--- config.mk ---
export PLATFORM = sky130hd
export DESIGN_NAME = exu_alu
export DESIGN_NICKNAME = d
export VERILOG_FILES = /design/src/hw/exu_alu_pkg.sv /design/src/hw/exu_alu_disp.sv /design/src/hw/exu_alu_dpath.sv /design/src/hw/exu_alu_commit.sv /design/src/hw/exu_alu.sv
export SDC_FILE = /design/constraint.sdc
export NUM_CORES = 1
export LEC_CHECK = 0
export BUFFER_PORTS_ARGS = -buffer_cell sky130_fd_sc_hd__buf_2
export CAP_MARGIN = 40
export CORE_MARGIN = 4
export CORE_UTILIZATION = 46
export DETAILED_ROUTE_END_ITERATION = 8
export PLACE_DENSITY = 0.74
export SLEW_MARGIN = 10
export SYNTH_ARGS = -nofsm -noshare
export SYNTH_HDL_FRONTEND = slang
export SYNTH_SLANG_ARGS = --single-unit
--- constraint.sdc ---
create_clock -name clk -period 4.75 [get_ports clk]
set_clock_uncertainty 0.2 [all_clocks]
set_input_delay 0.2375 -clock clk [delete_from_list [all_inputs] [get_ports clk]]
set_output_delay 0.2375 -clock clk [all_outputs]
set_load 0.005 [all_outputs]
--- src/hw/exu_alu_pkg.sv ---
package exu_alu_pkg;

  //////////////////////////////////////////////////
  // Widths

  localparam int xlen_default    = 32;
  localparam int pc_size_default = 32;
  localparam int rfidx_width     = 5;

  // Decode word holds group, op2 select, alu op and branch cond
  localparam int info_width = 7;

  //////////////////////////////////////////////////
  // Encodings

  typedef enum logic [0:0] {
    grp_alu = 1'b0,
    grp_bjp = 1'b1
  } grp_e;

  typedef enum logic [2:0] {
    alu_add = 3'd0,
    alu_sub = 3'd1,
    alu_xor = 3'd2,
    alu_or  = 3'd3,
    alu_and = 3'd4
  } alu_op_e;

  // Both lt and ge compare as signed
  typedef enum logic [1:0] {
    cond_eq = 2'd0,
    cond_ne = 2'd1,
    cond_lt = 2'd2,
    cond_ge = 2'd3
  } bjp_cond_e;

  // Field order from msb down
  typedef struct packed {
    grp_e      grp;
    logic      op2_imm;
    alu_op_e   alu_op;
    bjp_cond_e cond;
  } info_t;

endpackage

--- src/hw/exu_alu_disp.sv ---
`timescale 1ns/100ps

module exu_alu_disp #(
  parameter int xlen = 32
) (
  // Issue handshake
  input  logic                 i_valid,
  output logic                 o_ready,

  // Decoded instruction and operands
  input  exu_alu_pkg::info_t   i_info,
  input  logic [xlen-1:0]      i_rs1,
  input  logic [xlen-1:0]      i_rs2,
  input  logic [xlen-1:0]      i_imm,

  // Towards commit stage
  input  logic                 i_stage_ready,
  output logic                 o_disp_valid,

  // Towards shared datapath
  output logic                 o_is_bjp,
  output logic [xlen-1:0]      o_op1,
  output logic [xlen-1:0]      o_op2,
  output exu_alu_pkg::alu_op_e   o_alu_op,
  output exu_alu_pkg::bjp_cond_e o_cond
);

  import exu_alu_pkg::*;

  logic is_bjp;
  logic use_imm;

  //////////////////////////////////////////////////
  // Group decode

  // Only place where the group field is looked at
  assign is_bjp = (i_info.grp == grp_bjp);

  // Immediate only for regular ops, branches always compare rs1 and rs2
  assign use_imm = ~is_bjp & i_info.op2_imm;

  //////////////////////////////////////////////////
  // Operand select

  assign o_op1 = i_rs1;
  assign o_op2 = use_imm ? i_imm : i_rs2;

  assign o_is_bjp = is_bjp;
  assign o_alu_op = i_info.alu_op;
  assign o_cond   = i_info.cond;

  //////////////////////////////////////////////////
  // Handshake routing

  // Both groups land in the same output stage
  assign o_disp_valid = i_valid;
  assign o_ready      = i_stage_ready;

endmodule

--- src/hw/exu_alu_dpath.sv ---
`timescale 1ns/100ps

module exu_alu_dpath #(
  parameter int xlen = 32
) (
  input  logic                   i_is_bjp,
  input  logic [xlen-1:0]        i_op1,
  input  logic [xlen-1:0]        i_op2,
  input  exu_alu_pkg::alu_op_e   i_alu_op,
  input  exu_alu_pkg::bjp_cond_e i_cond,

  output logic [xlen-1:0]        o_res,
  output logic                   o_rslv
);

  import exu_alu_pkg::*;

  logic            do_sub;
  logic [xlen-1:0] add_op2;
  logic [xlen-1:0] add_cin;
  logic [xlen-1:0] sum;
  logic [xlen-1:0] xor_res;
  logic [xlen-1:0] or_res;
  logic [xlen-1:0] and_res;
  logic            sign_diff;
  logic            cmp_eq;
  logic            cmp_lt;

  //////////////////////////////////////////////////
  // Shared adder

  // Branches always subtract
  assign do_sub  = i_is_bjp | (i_alu_op == alu_sub);
  assign add_op2 = do_sub ? ~i_op2 : i_op2;
  assign add_cin = {{(xlen-1){1'b0}}, do_sub};
  assign sum     = i_op1 + add_op2 + add_cin;

  //////////////////////////////////////////////////
  // Logic unit

  assign xor_res = i_op1 ^ i_op2;
  assign or_res  = i_op1 | i_op2;
  assign and_res = i_op1 & i_op2;

  //////////////////////////////////////////////////
  // Branch compare

  assign cmp_eq = ~(|xor_res);

  // On differing signs the negative operand is smaller,
  // otherwise the difference cannot overflow
  assign sign_diff = i_op1[xlen-1] ^ i_op2[xlen-1];
  assign cmp_lt    = sign_diff ? i_op1[xlen-1] : sum[xlen-1];

  always_comb begin
    case (i_cond)
      cond_eq: o_rslv = cmp_eq;
      cond_ne: o_rslv = ~cmp_eq;
      cond_lt: o_rslv = cmp_lt;
      default: o_rslv = ~cmp_lt;
    endcase
  end

  //////////////////////////////////////////////////
  // Result select

  always_comb begin
    case (i_alu_op)
      alu_add,
      alu_sub: o_res = sum;
      alu_xor: o_res = xor_res;
      alu_or:  o_res = or_res;
      alu_and: o_res = and_res;
      default: o_res = '0;
    endcase
  end

endmodule

--- src/hw/exu_alu_commit.sv ---
`timescale 1ns/100ps

module exu_alu_commit #(
  parameter int xlen    = 32,
  parameter int pc_size = 32
) (
  input  logic                                clk,
  input  logic                                i_rst_n,

  // From dispatch and datapath
  input  logic                                i_valid,
  output logic                                o_stage_ready,
  input  logic                                i_is_bjp,
  input  logic [xlen-1:0]                     i_res,
  input  logic                                i_rslv,
  input  logic                                i_bjp_prdt,
  input  logic [pc_size-1:0]                  i_pc,
  input  logic [exu_alu_pkg::rfidx_width-1:0] i_rdidx,
  input  logic                                i_rdwen,

  // Commit port
  output logic                                o_cmt_valid,
  input  logic                                i_cmt_ready,
  output logic [pc_size-1:0]                  o_cmt_pc,
  output logic                                o_cmt_bjp,
  output logic                                o_cmt_bjp_prdt,
  output logic                                o_cmt_bjp_rslv,

  // Register write-back port
  output logic                                o_wbck_valid,
  input  logic                                i_wbck_ready,
  output logic [xlen-1:0]                     o_wbck_data,
  output logic [exu_alu_pkg::rfidx_width-1:0] o_wbck_rdidx
);

  logic                                stage_full;
  logic                                load;
  logic                                retire;
  logic                                need_wbck;

  logic                                held_bjp;
  logic [xlen-1:0]                     held_res;
  logic                                held_rslv;
  logic                                held_prdt;
  logic [pc_size-1:0]                  held_pc;
  logic [exu_alu_pkg::rfidx_width-1:0] held_rdidx;
  logic                                held_rdwen;

  //////////////////////////////////////////////////
  // Retire rule

  // Only regular ops write the register file
  assign need_wbck = ~held_bjp & held_rdwen;

  // Commit and write-back must fire in the same cycle
  assign retire = stage_full & i_cmt_ready & (~need_wbck | i_wbck_ready);

  assign o_stage_ready = ~stage_full | retire;
  assign load          = i_valid & o_stage_ready;

  //////////////////////////////////////////////////
  // Stage registers

  always_ff @(posedge clk) begin
    if (!i_rst_n) begin
      stage_full <= 1'b0;
    end else if (load) begin
      stage_full <= 1'b1;
    end else if (retire) begin
      stage_full <= 1'b0;
    end
  end

  always_ff @(posedge clk) begin
    if (load) begin
      held_bjp   <= i_is_bjp;
      held_res   <= i_res;
      held_rslv  <= i_rslv;
      held_prdt  <= i_bjp_prdt;
      held_pc    <= i_pc;
      held_rdidx <= i_rdidx;
      held_rdwen <= i_rdwen;
    end
  end

  //////////////////////////////////////////////////
  // Output ports

  assign o_cmt_valid  = stage_full & (~need_wbck | i_wbck_ready);
  assign o_wbck_valid = stage_full & need_wbck & i_cmt_ready;

  assign o_cmt_pc       = held_pc;
  assign o_cmt_bjp      = held_bjp;
  assign o_cmt_bjp_prdt = held_bjp & held_prdt;
  assign o_cmt_bjp_rslv = held_bjp & held_rslv;

  assign o_wbck_data  = held_res;
  assign o_wbck_rdidx = held_rdidx;

endmodule

--- src/hw/exu_alu.sv ---
`timescale 1ns/100ps

module exu_alu #(
  parameter int xlen    = exu_alu_pkg::xlen_default,
  parameter int pc_size = exu_alu_pkg::pc_size_default
) (
  input  logic                                clk,
  input  logic                                i_rst_n,

  // Issue port
  input  logic                                i_valid,
  output logic                                o_ready,
  input  logic [xlen-1:0]                     i_rs1,
  input  logic [xlen-1:0]                     i_rs2,
  input  logic [xlen-1:0]                     i_imm,
  input  exu_alu_pkg::info_t                  i_info,
  input  logic [pc_size-1:0]                  i_pc,
  input  logic [exu_alu_pkg::rfidx_width-1:0] i_rdidx,
  input  logic                                i_rdwen,
  input  logic                                i_bjp_prdt,

  // Commit port
  output logic                                o_cmt_valid,
  input  logic                                i_cmt_ready,
  output logic [pc_size-1:0]                  o_cmt_pc,
  output logic                                o_cmt_bjp,
  output logic                                o_cmt_bjp_prdt,
  output logic                                o_cmt_bjp_rslv,

  // Register write-back port
  output logic                                o_wbck_valid,
  input  logic                                i_wbck_ready,
  output logic [xlen-1:0]                     o_wbck_data,
  output logic [exu_alu_pkg::rfidx_width-1:0] o_wbck_rdidx
);

  import exu_alu_pkg::*;

  logic            disp_valid;
  logic            stage_ready;
  logic            disp_is_bjp;
  logic [xlen-1:0] disp_op1;
  logic [xlen-1:0] disp_op2;
  alu_op_e         disp_alu_op;
  bjp_cond_e       disp_cond;
  logic [xlen-1:0] dpath_res;
  logic            dpath_rslv;

  //////////////////////////////////////////////////
  // Dispatch

  exu_alu_disp #(
    .xlen (xlen)
  ) u_disp (
    .i_valid       (i_valid),
    .o_ready       (o_ready),
    .i_info        (i_info),
    .i_rs1         (i_rs1),
    .i_rs2         (i_rs2),
    .i_imm         (i_imm),
    .i_stage_ready (stage_ready),
    .o_disp_valid  (disp_valid),
    .o_is_bjp      (disp_is_bjp),
    .o_op1         (disp_op1),
    .o_op2         (disp_op2),
    .o_alu_op      (disp_alu_op),
    .o_cond        (disp_cond)
  );

  //////////////////////////////////////////////////
  // Shared datapath

  exu_alu_dpath #(
    .xlen (xlen)
  ) u_dpath (
    .i_is_bjp (disp_is_bjp),
    .i_op1    (disp_op1),
    .i_op2    (disp_op2),
    .i_alu_op (disp_alu_op),
    .i_cond   (disp_cond),
    .o_res    (dpath_res),
    .o_rslv   (dpath_rslv)
  );

  //////////////////////////////////////////////////
  // Output stage

  exu_alu_commit #(
    .xlen    (xlen),
    .pc_size (pc_size)
  ) u_commit (
    .clk            (clk),
    .i_rst_n        (i_rst_n),
    .i_valid        (disp_valid),
    .o_stage_ready  (stage_ready),
    .i_is_bjp       (disp_is_bjp),
    .i_res          (dpath_res),
    .i_rslv         (dpath_rslv),
    .i_bjp_prdt     (i_bjp_prdt),
    .i_pc           (i_pc),
    .i_rdidx        (i_rdidx),
    .i_rdwen        (i_rdwen),
    .o_cmt_valid    (o_cmt_valid),
    .i_cmt_ready    (i_cmt_ready),
    .o_cmt_pc       (o_cmt_pc),
    .o_cmt_bjp      (o_cmt_bjp),
    .o_cmt_bjp_prdt (o_cmt_bjp_prdt),
    .o_cmt_bjp_rslv (o_cmt_bjp_rslv),
    .o_wbck_valid   (o_wbck_valid),
    .i_wbck_ready   (i_wbck_ready),
    .o_wbck_data    (o_wbck_data),
    .o_wbck_rdidx   (o_wbck_rdidx)
  );

endmodule

After elaboration in Yosys (flattened, before gate mapping)
Cells that the tools add are included.
{"block": "totals", "ff_bits": 74, "inputBits": 147, "out_inout_bits": 75, "elab_cells": 52}
{"block": "op_classes", "addsub": 2, "n_eq_ne": 6, "muxes": 7, "bitwise_logic": 24, "n_reduce_logical": 5}
{"cell": "$pmux 32 s4", "n": 1}
{"cell": "$mux 32", "n": 2}
{"cell": "$add 32x1->32", "n": 1}
{"cell": "$add 32x32->32", "n": 1}
{"cell": "$and 32x32->32", "n": 1}
{"cell": "$not 32->32", "n": 1}
{"cell": "$or 32x32->32", "n": 1}
{"cell": "$reduce_or 32->1", "n": 1}
{"cell": "$xor 32x32->32", "n": 1}
{"cell": "$and 1x1->1", "n": 10}
{"cell": "$eq 3x2->1 const B", "n": 2}
{"cell": "$not 1->1", "n": 6}
{"cell": "$eq 3x1->1 const B", "n": 1}
{"cell": "$eq 3x3->1 const B", "n": 1}
{"cell": "$logic_not 3->1", "n": 1}
{"cell": "$mux 1", "n": 3}
{"cell": "$or 1x1->1", "n": 3}
{"cell": "$pmux 1 s3", "n": 1}
{"cell": "$eq 2x1->1 const B", "n": 1}
{"cell": "$eq 2x2->1 const B", "n": 1}
{"cell": "$logic_not 2->1", "n": 1}
{"cell": "$reduce_bool 2->1", "n": 1}
{"cell": "$reduce_or 2->1", "n": 1}
{"cell": "$xor 1x1->1", "n": 1}

Logic depth before layout (Yosys ltp)
{"block": "depth", "ltp_word": 10, "ltp_mapped": 16, "ltp_nobuf": 14}

Cells and area by module
Synthesis repeated with hierarchy kept, for this count alone.
{"block": "hier_totals", "hier_cells": 702, "area_unflattened_um2": 7028.0}
{"mod": "exu_alu_dpath", "n_inst": 1, "cells_per_inst": 539, "area_each_um2": 3873.7, "seq_area_each_um2": 0.0}
{"mod": "exu_alu_commit", "n_inst": 1, "cells_per_inst": 86, "area_each_um2": 2296.0, "seq_area_each_um2": 2212.1}
{"mod": "exu_alu_disp", "n_inst": 1, "cells_per_inst": 77, "area_each_um2": 858.3, "seq_area_each_um2": 0.0}

Worst setup path before layout
No wires, ideal clock.
{"block": "synth_path", "kind": "input port to flip-flop", "start": "input i_info[5] (netlist bit)", "end": "register u_commit.held_res[23], in the netlist u_commit.o_wbck_data[23] (data pin)", "setup_time_ns": 0.275, "arrival_time_ns": 3.524, "required_ns": 4.275, "slack_ns": 0.751, "cell_stages": 15, "path_buffers": 2, "path_cell_list": "nor2b_1 buf_4 clkbuf_1 mux2i_1 xor2_1 ha_1 a21o_1 a211oi_1 a21oi_1 nor3_1 a211oi_2 a2111oi_0 o21bai_1 xnor2_1 o221ai_1"}
{"block": "synth_via", "elab_chain_len": 7, "word_cells_on_any_way": 10, "cone_classes": "2 x add/sub; 3 x mux; 5 x bitwise"}
{"item": "start: declaration", "line_no": "exu_alu.sv:16", "rtl": "input exu_alu_pkg::info_t i_info,"}
{"item": "$and 1x1->1 *", "line_no": "exu_alu_disp.sv:40", "rtl": "assign use_imm = ~is_bjp & i_info.op2_imm;"}
{"item": "$mux 32 *", "line_no": "exu_alu_disp.sv:46", "rtl": "assign o_op2 = use_imm ? i_imm : i_rs2;"}
{"item": "$not 32->32", "line_no": "exu_alu_dpath.sv:34", "rtl": "assign add_op2 = do_sub ? ~i_op2 : i_op2;"}
{"item": "$mux 32", "line_no": "exu_alu_dpath.sv:34"}
{"item": "$add 32x32->32", "line_no": "exu_alu_dpath.sv:36", "rtl": "assign sum = i_op1 + add_op2 + add_cin;"}
{"item": "$add 32x1->32", "line_no": "exu_alu_dpath.sv:36"}
{"item": "$pmux 32 s4 *", "line_no": "exu_alu_dpath.sv:68", "rtl": "case (i_alu_op)"}
{"item": "via dpath_res[23]", "line_no": "exu_alu.sv:46", "rtl": "logic [xlen-1:0] dpath_res;"}
{"item": "end signal: assignment", "line_no": "exu_alu_commit.sv:77", "rtl": "held_res <= i_res;"}
{"item": "end: declaration", "line_no": "exu_alu_commit.sv:42", "rtl": "logic [xlen-1:0] held_res;"}
The timed path passes the listed nets; every way through them passes the cells marked *.
A chain may end at the register's enable or synchronous reset.

Worst setup path after layout
{"block": "layout_path", "start": "input i_info[6] (netlist bit)", "end": "register u_commit.held_res[30], in the netlist u_commit.o_wbck_data[30] (data pin)"}
{"block": "layout_via", "elab_chain_len": 8, "word_cells_on_any_way": 12, "cone_classes": "2 x add/sub; 3 x mux; 7 x bitwise"}
{"item": "$not 1->1", "line_no": "exu_alu_disp.sv:40"}
{"item": "$and 1x1->1", "line_no": "exu_alu_disp.sv:40"}
{"item": "$mux 32", "line_no": "exu_alu_disp.sv:46"}
{"item": "$not 32->32", "line_no": "exu_alu_dpath.sv:34"}
{"item": "$mux 32", "line_no": "exu_alu_dpath.sv:34"}
{"item": "$add 32x32->32", "line_no": "exu_alu_dpath.sv:36"}
{"item": "$add 32x1->32", "line_no": "exu_alu_dpath.sv:36"}
{"item": "$pmux 32 s4 *", "line_no": "exu_alu_dpath.sv:68"}
{"item": "via dpath_res[30]", "line_no": "exu_alu.sv:46"}
Marked as above.

==> flow_summary.yaml <==
clock_network:
  clkTransAtPathRegs_ns: 0.07
  clock_tree.root_cell: "clkbuf_16"
  clk_latency_ns: 0.34
  cts_tree: "done"
  cts.htree.levels: 3
  clk_path_buf_depth: 2
  cts.sink_count: 74
  post_cts_buffers: 0
  cts_made_buffers: 9
floorplan:
  initial_core_util: 0.4704
  core_area_mm2: 0.01393
  die-area_mm2: 0.01622
  boundaryPins: 222
  die_h_um: 127.4
  rows: 43
  dieWidth_um: 127.4
place:
  placed_cell_area_mm2: 0.007919
  gp_congestion: 0.8817
  io_buffers: 221
  dp_hpwl_mm: 14.15
yosys:
  yosys.area_share.xor_xnor: 0.08017
  yosys-top-cells-count: "ha_1, inv_1, edfxtp_1, a21oi_1, mux2i_1"
  synth_cell_type_count: 55
  yosys.area.top_type_share: 0.3344
  ys_seq_area_frac: 0.3375
  synthAdderAreaFrac: 0.1863
  synth.most_common_cell: "ha_1"
  synth_flop_cell: "edfxtp_1"
  async_reset_ff_frac: 0
  ys_ff_latch: 74
  synth_edf_count: 73
  syn_nets: 932
  synth_area_leaders: "edfxtp_1, ha_1, mux2i_1"
  synthCells: 688
  synth-compound-area-share: 0.1531
  synth_top_area_cell: "edfxtp_1"
  synth_top_family_by_area: "adder cells"
  synth_mux_area_frac: 0.07521
  avgSynthCellArea_um2: 9.528
  synth_warnings: 0
  syn-cell-area_mm2: 0.006555
  synthSimpleGateAreaFrac: 0.1006
critical_path:
  critPathKind: "input port to flop"
  crit_path_start_kind: "input port"
  cp-end-kind: "flop"
  arrival_ns: 3.95
  required_ns: 4.63
  cp_max_fo: 14
outcome:
  run_status: "finished, final reports clean"
global_route:
  grt_pass1_vias: 5835
  grt_max_degree: 53
  grt_usage: 0.2253
  gr-total-overflow: 0
  grt_antenna_before_repair: 0
  grt_pass1_wl_mm: 28.91
sta:
  relSlewSlack: 0.5731
  rsz0062_at_grt: "no"
  tns_ns: 0
  maxSlewViolCount: 0
  setup_violations: 0
  fin_crit_sh: 0.8557
  hold_viol: 0
  post-route-min-period_ns: 4.064
  worst_pin_slew_ns: 0.6403
  timing.fmax_mhz: 246.0
min_path:
  hold_path_class: "input port to flop"
final_layout:
  antennaDiodeCount: 0
  drive_gt1_frac: 0.2718
  fin_area_mm2: 0.008600
  syn_to_final_growth_pct: 31.19
  layout.nets: 1192
  fillCellCount: 1201
route:
  drt_iter0_markers: 367
  wirelength_mm: 18.65
  num_vias: 5958
  wl_per_cell_um: 16.46
  vias_per_cell: 5.259
  drt_pre_antenna_iters: 5
  ant_nets: 0
  drc: 0
job:
  max_cap_viol_count: 0
pwr:
  vdd_drop_max_mv: 0.1703
  total_leakage_power_uw: 0.004151
  cellPowerDensity_mw_per_mm2: 268.7
-- cell usage in the layout (no fill, tap or decap), drive strengths merged, types with 4 or more instances in the layout --
cell / count
nand2: 43
dlygate4sd3: 41
nor2: 35
nand2b: 6
xor2: 43
nor4: 8
and2: 6
mux2i: 48
xnor2: 17
a211oi: 15
edfxtp: 73
ha: 96
nand3: 9
o221ai: 11
inv: 91
nand4: 4
buf: 234
nor3: 6
nor2b: 6
o211ai: 4
clkbuf: 10
o21bai: 6
a21oi: 53
o21a: 6
o21ai: 35
a21o: 9
-- cell families after synthesis --
| family | after synthesis |
|---|---|
| buf+inv | 116 |
| fa+ha+maj | 97 |
| mux | 48 |
| flops | 74 |
| xor+xnor | 60 |
| compound gates | 157 |
| simple gates | 136 |
-- routing by layer --
layer / wire, um / share of wire / GRT usage
met1: 8068 / 0.43 / 0.2947
met2: 8656 / 0.46 / 0.3778
met3: 1501 / 0.080 / 0.03930
met4: 424 / 0.023 / 0.07571
met5: 0 / 0 / 0
-- final timing paths --
kind | start | to | slack, ns | cells after the start
worst max-delay path | i_info[6] | u_commit.o_wbck_data[30] | 0.69 | 16
worst min-delay path | i_info[0] | u_commit.held_rslv | 0.05 | 2
worst max register to register | u_commit.o_cmt_bjp | u_commit.o_wbck_data[8] | 2.59 | 5
worst min register to register | u_commit.stage_full | u_commit.o_wbck_data[15] | 0.74 | 2
-- critical path, cell delays in order --
cell and delay, ns:
buf_2 0.17, nor2b_4 0.45, buf_4 0.30, mux2i_1 0.33
xor2_1 0.19, ha_1 0.31, a21o_1 0.21, a21o_1 0.18
a21oi_1 0.19, o22ai_1 0.11, o21ai_0 0.25, o2bb2ai_1 0.26
o32ai_1 0.17, a221oi_1 0.32, xor2_1 0.17, o21ai_0 0.08
-- stage by stage --
step,hold WS [ns],power (uW),worst slack (ns),std cells,utilization
floorplan,0.1364,1380,0.7512,688,-
global placement,0.2141,1638,0.4006,1075,0.5663
detailed placement,0.2158,1651,0.3265,1076,0.5683
CTS,0.03528,2329,0.6656,1133,0.6171
global route,0.04272,2461,0.3556,1133,0.6171
finish,0.05329,2311,0.6856,1133,0.6171
-- final cells by class --
class,instances,area [um^2],share of cell area
multi-input combinational,498,3920,0.4558
sequential,74,2212,0.2572
timing repair buffer,275,1634,0.1900
inverter,90,337.8,0.03928
clock buffer,10,229.0,0.02663
tap,180,225.2,0.02619
clock inverter,6,41.29,0.004801
-- what timing repair did --
| item | 4_1_cts | 5_1_grt |
|---|---|---|
| hold endpoints to repair | 40 | 0 |
| hold buffers | 41 | 0 |
| resized for setup | 0 | 0 |
-- report_power, final --
part / internal (uW) / switching, uW
registers: 790 / 14.6
clock network: 354 / 286
logic: 391 / 475
total: 1540 / 776
-- sequential cells by signal, summed over array words and instances (netlist names) --
| register | cells |
|---|---|
| u_commit.held_prdt | 1 |
| u_commit.held_rdwen | 1 |
| u_commit.held_rslv | 1 |
| u_commit.o_cmt_bjp | 1 |
| u_commit.o_cmt_pc | 32 |
| u_commit.o_wbck_data | 32 |
| u_commit.o_wbck_rdidx | 5 |
| u_commit.stage_full | 1 |
(Power assumes the default switching activity.)
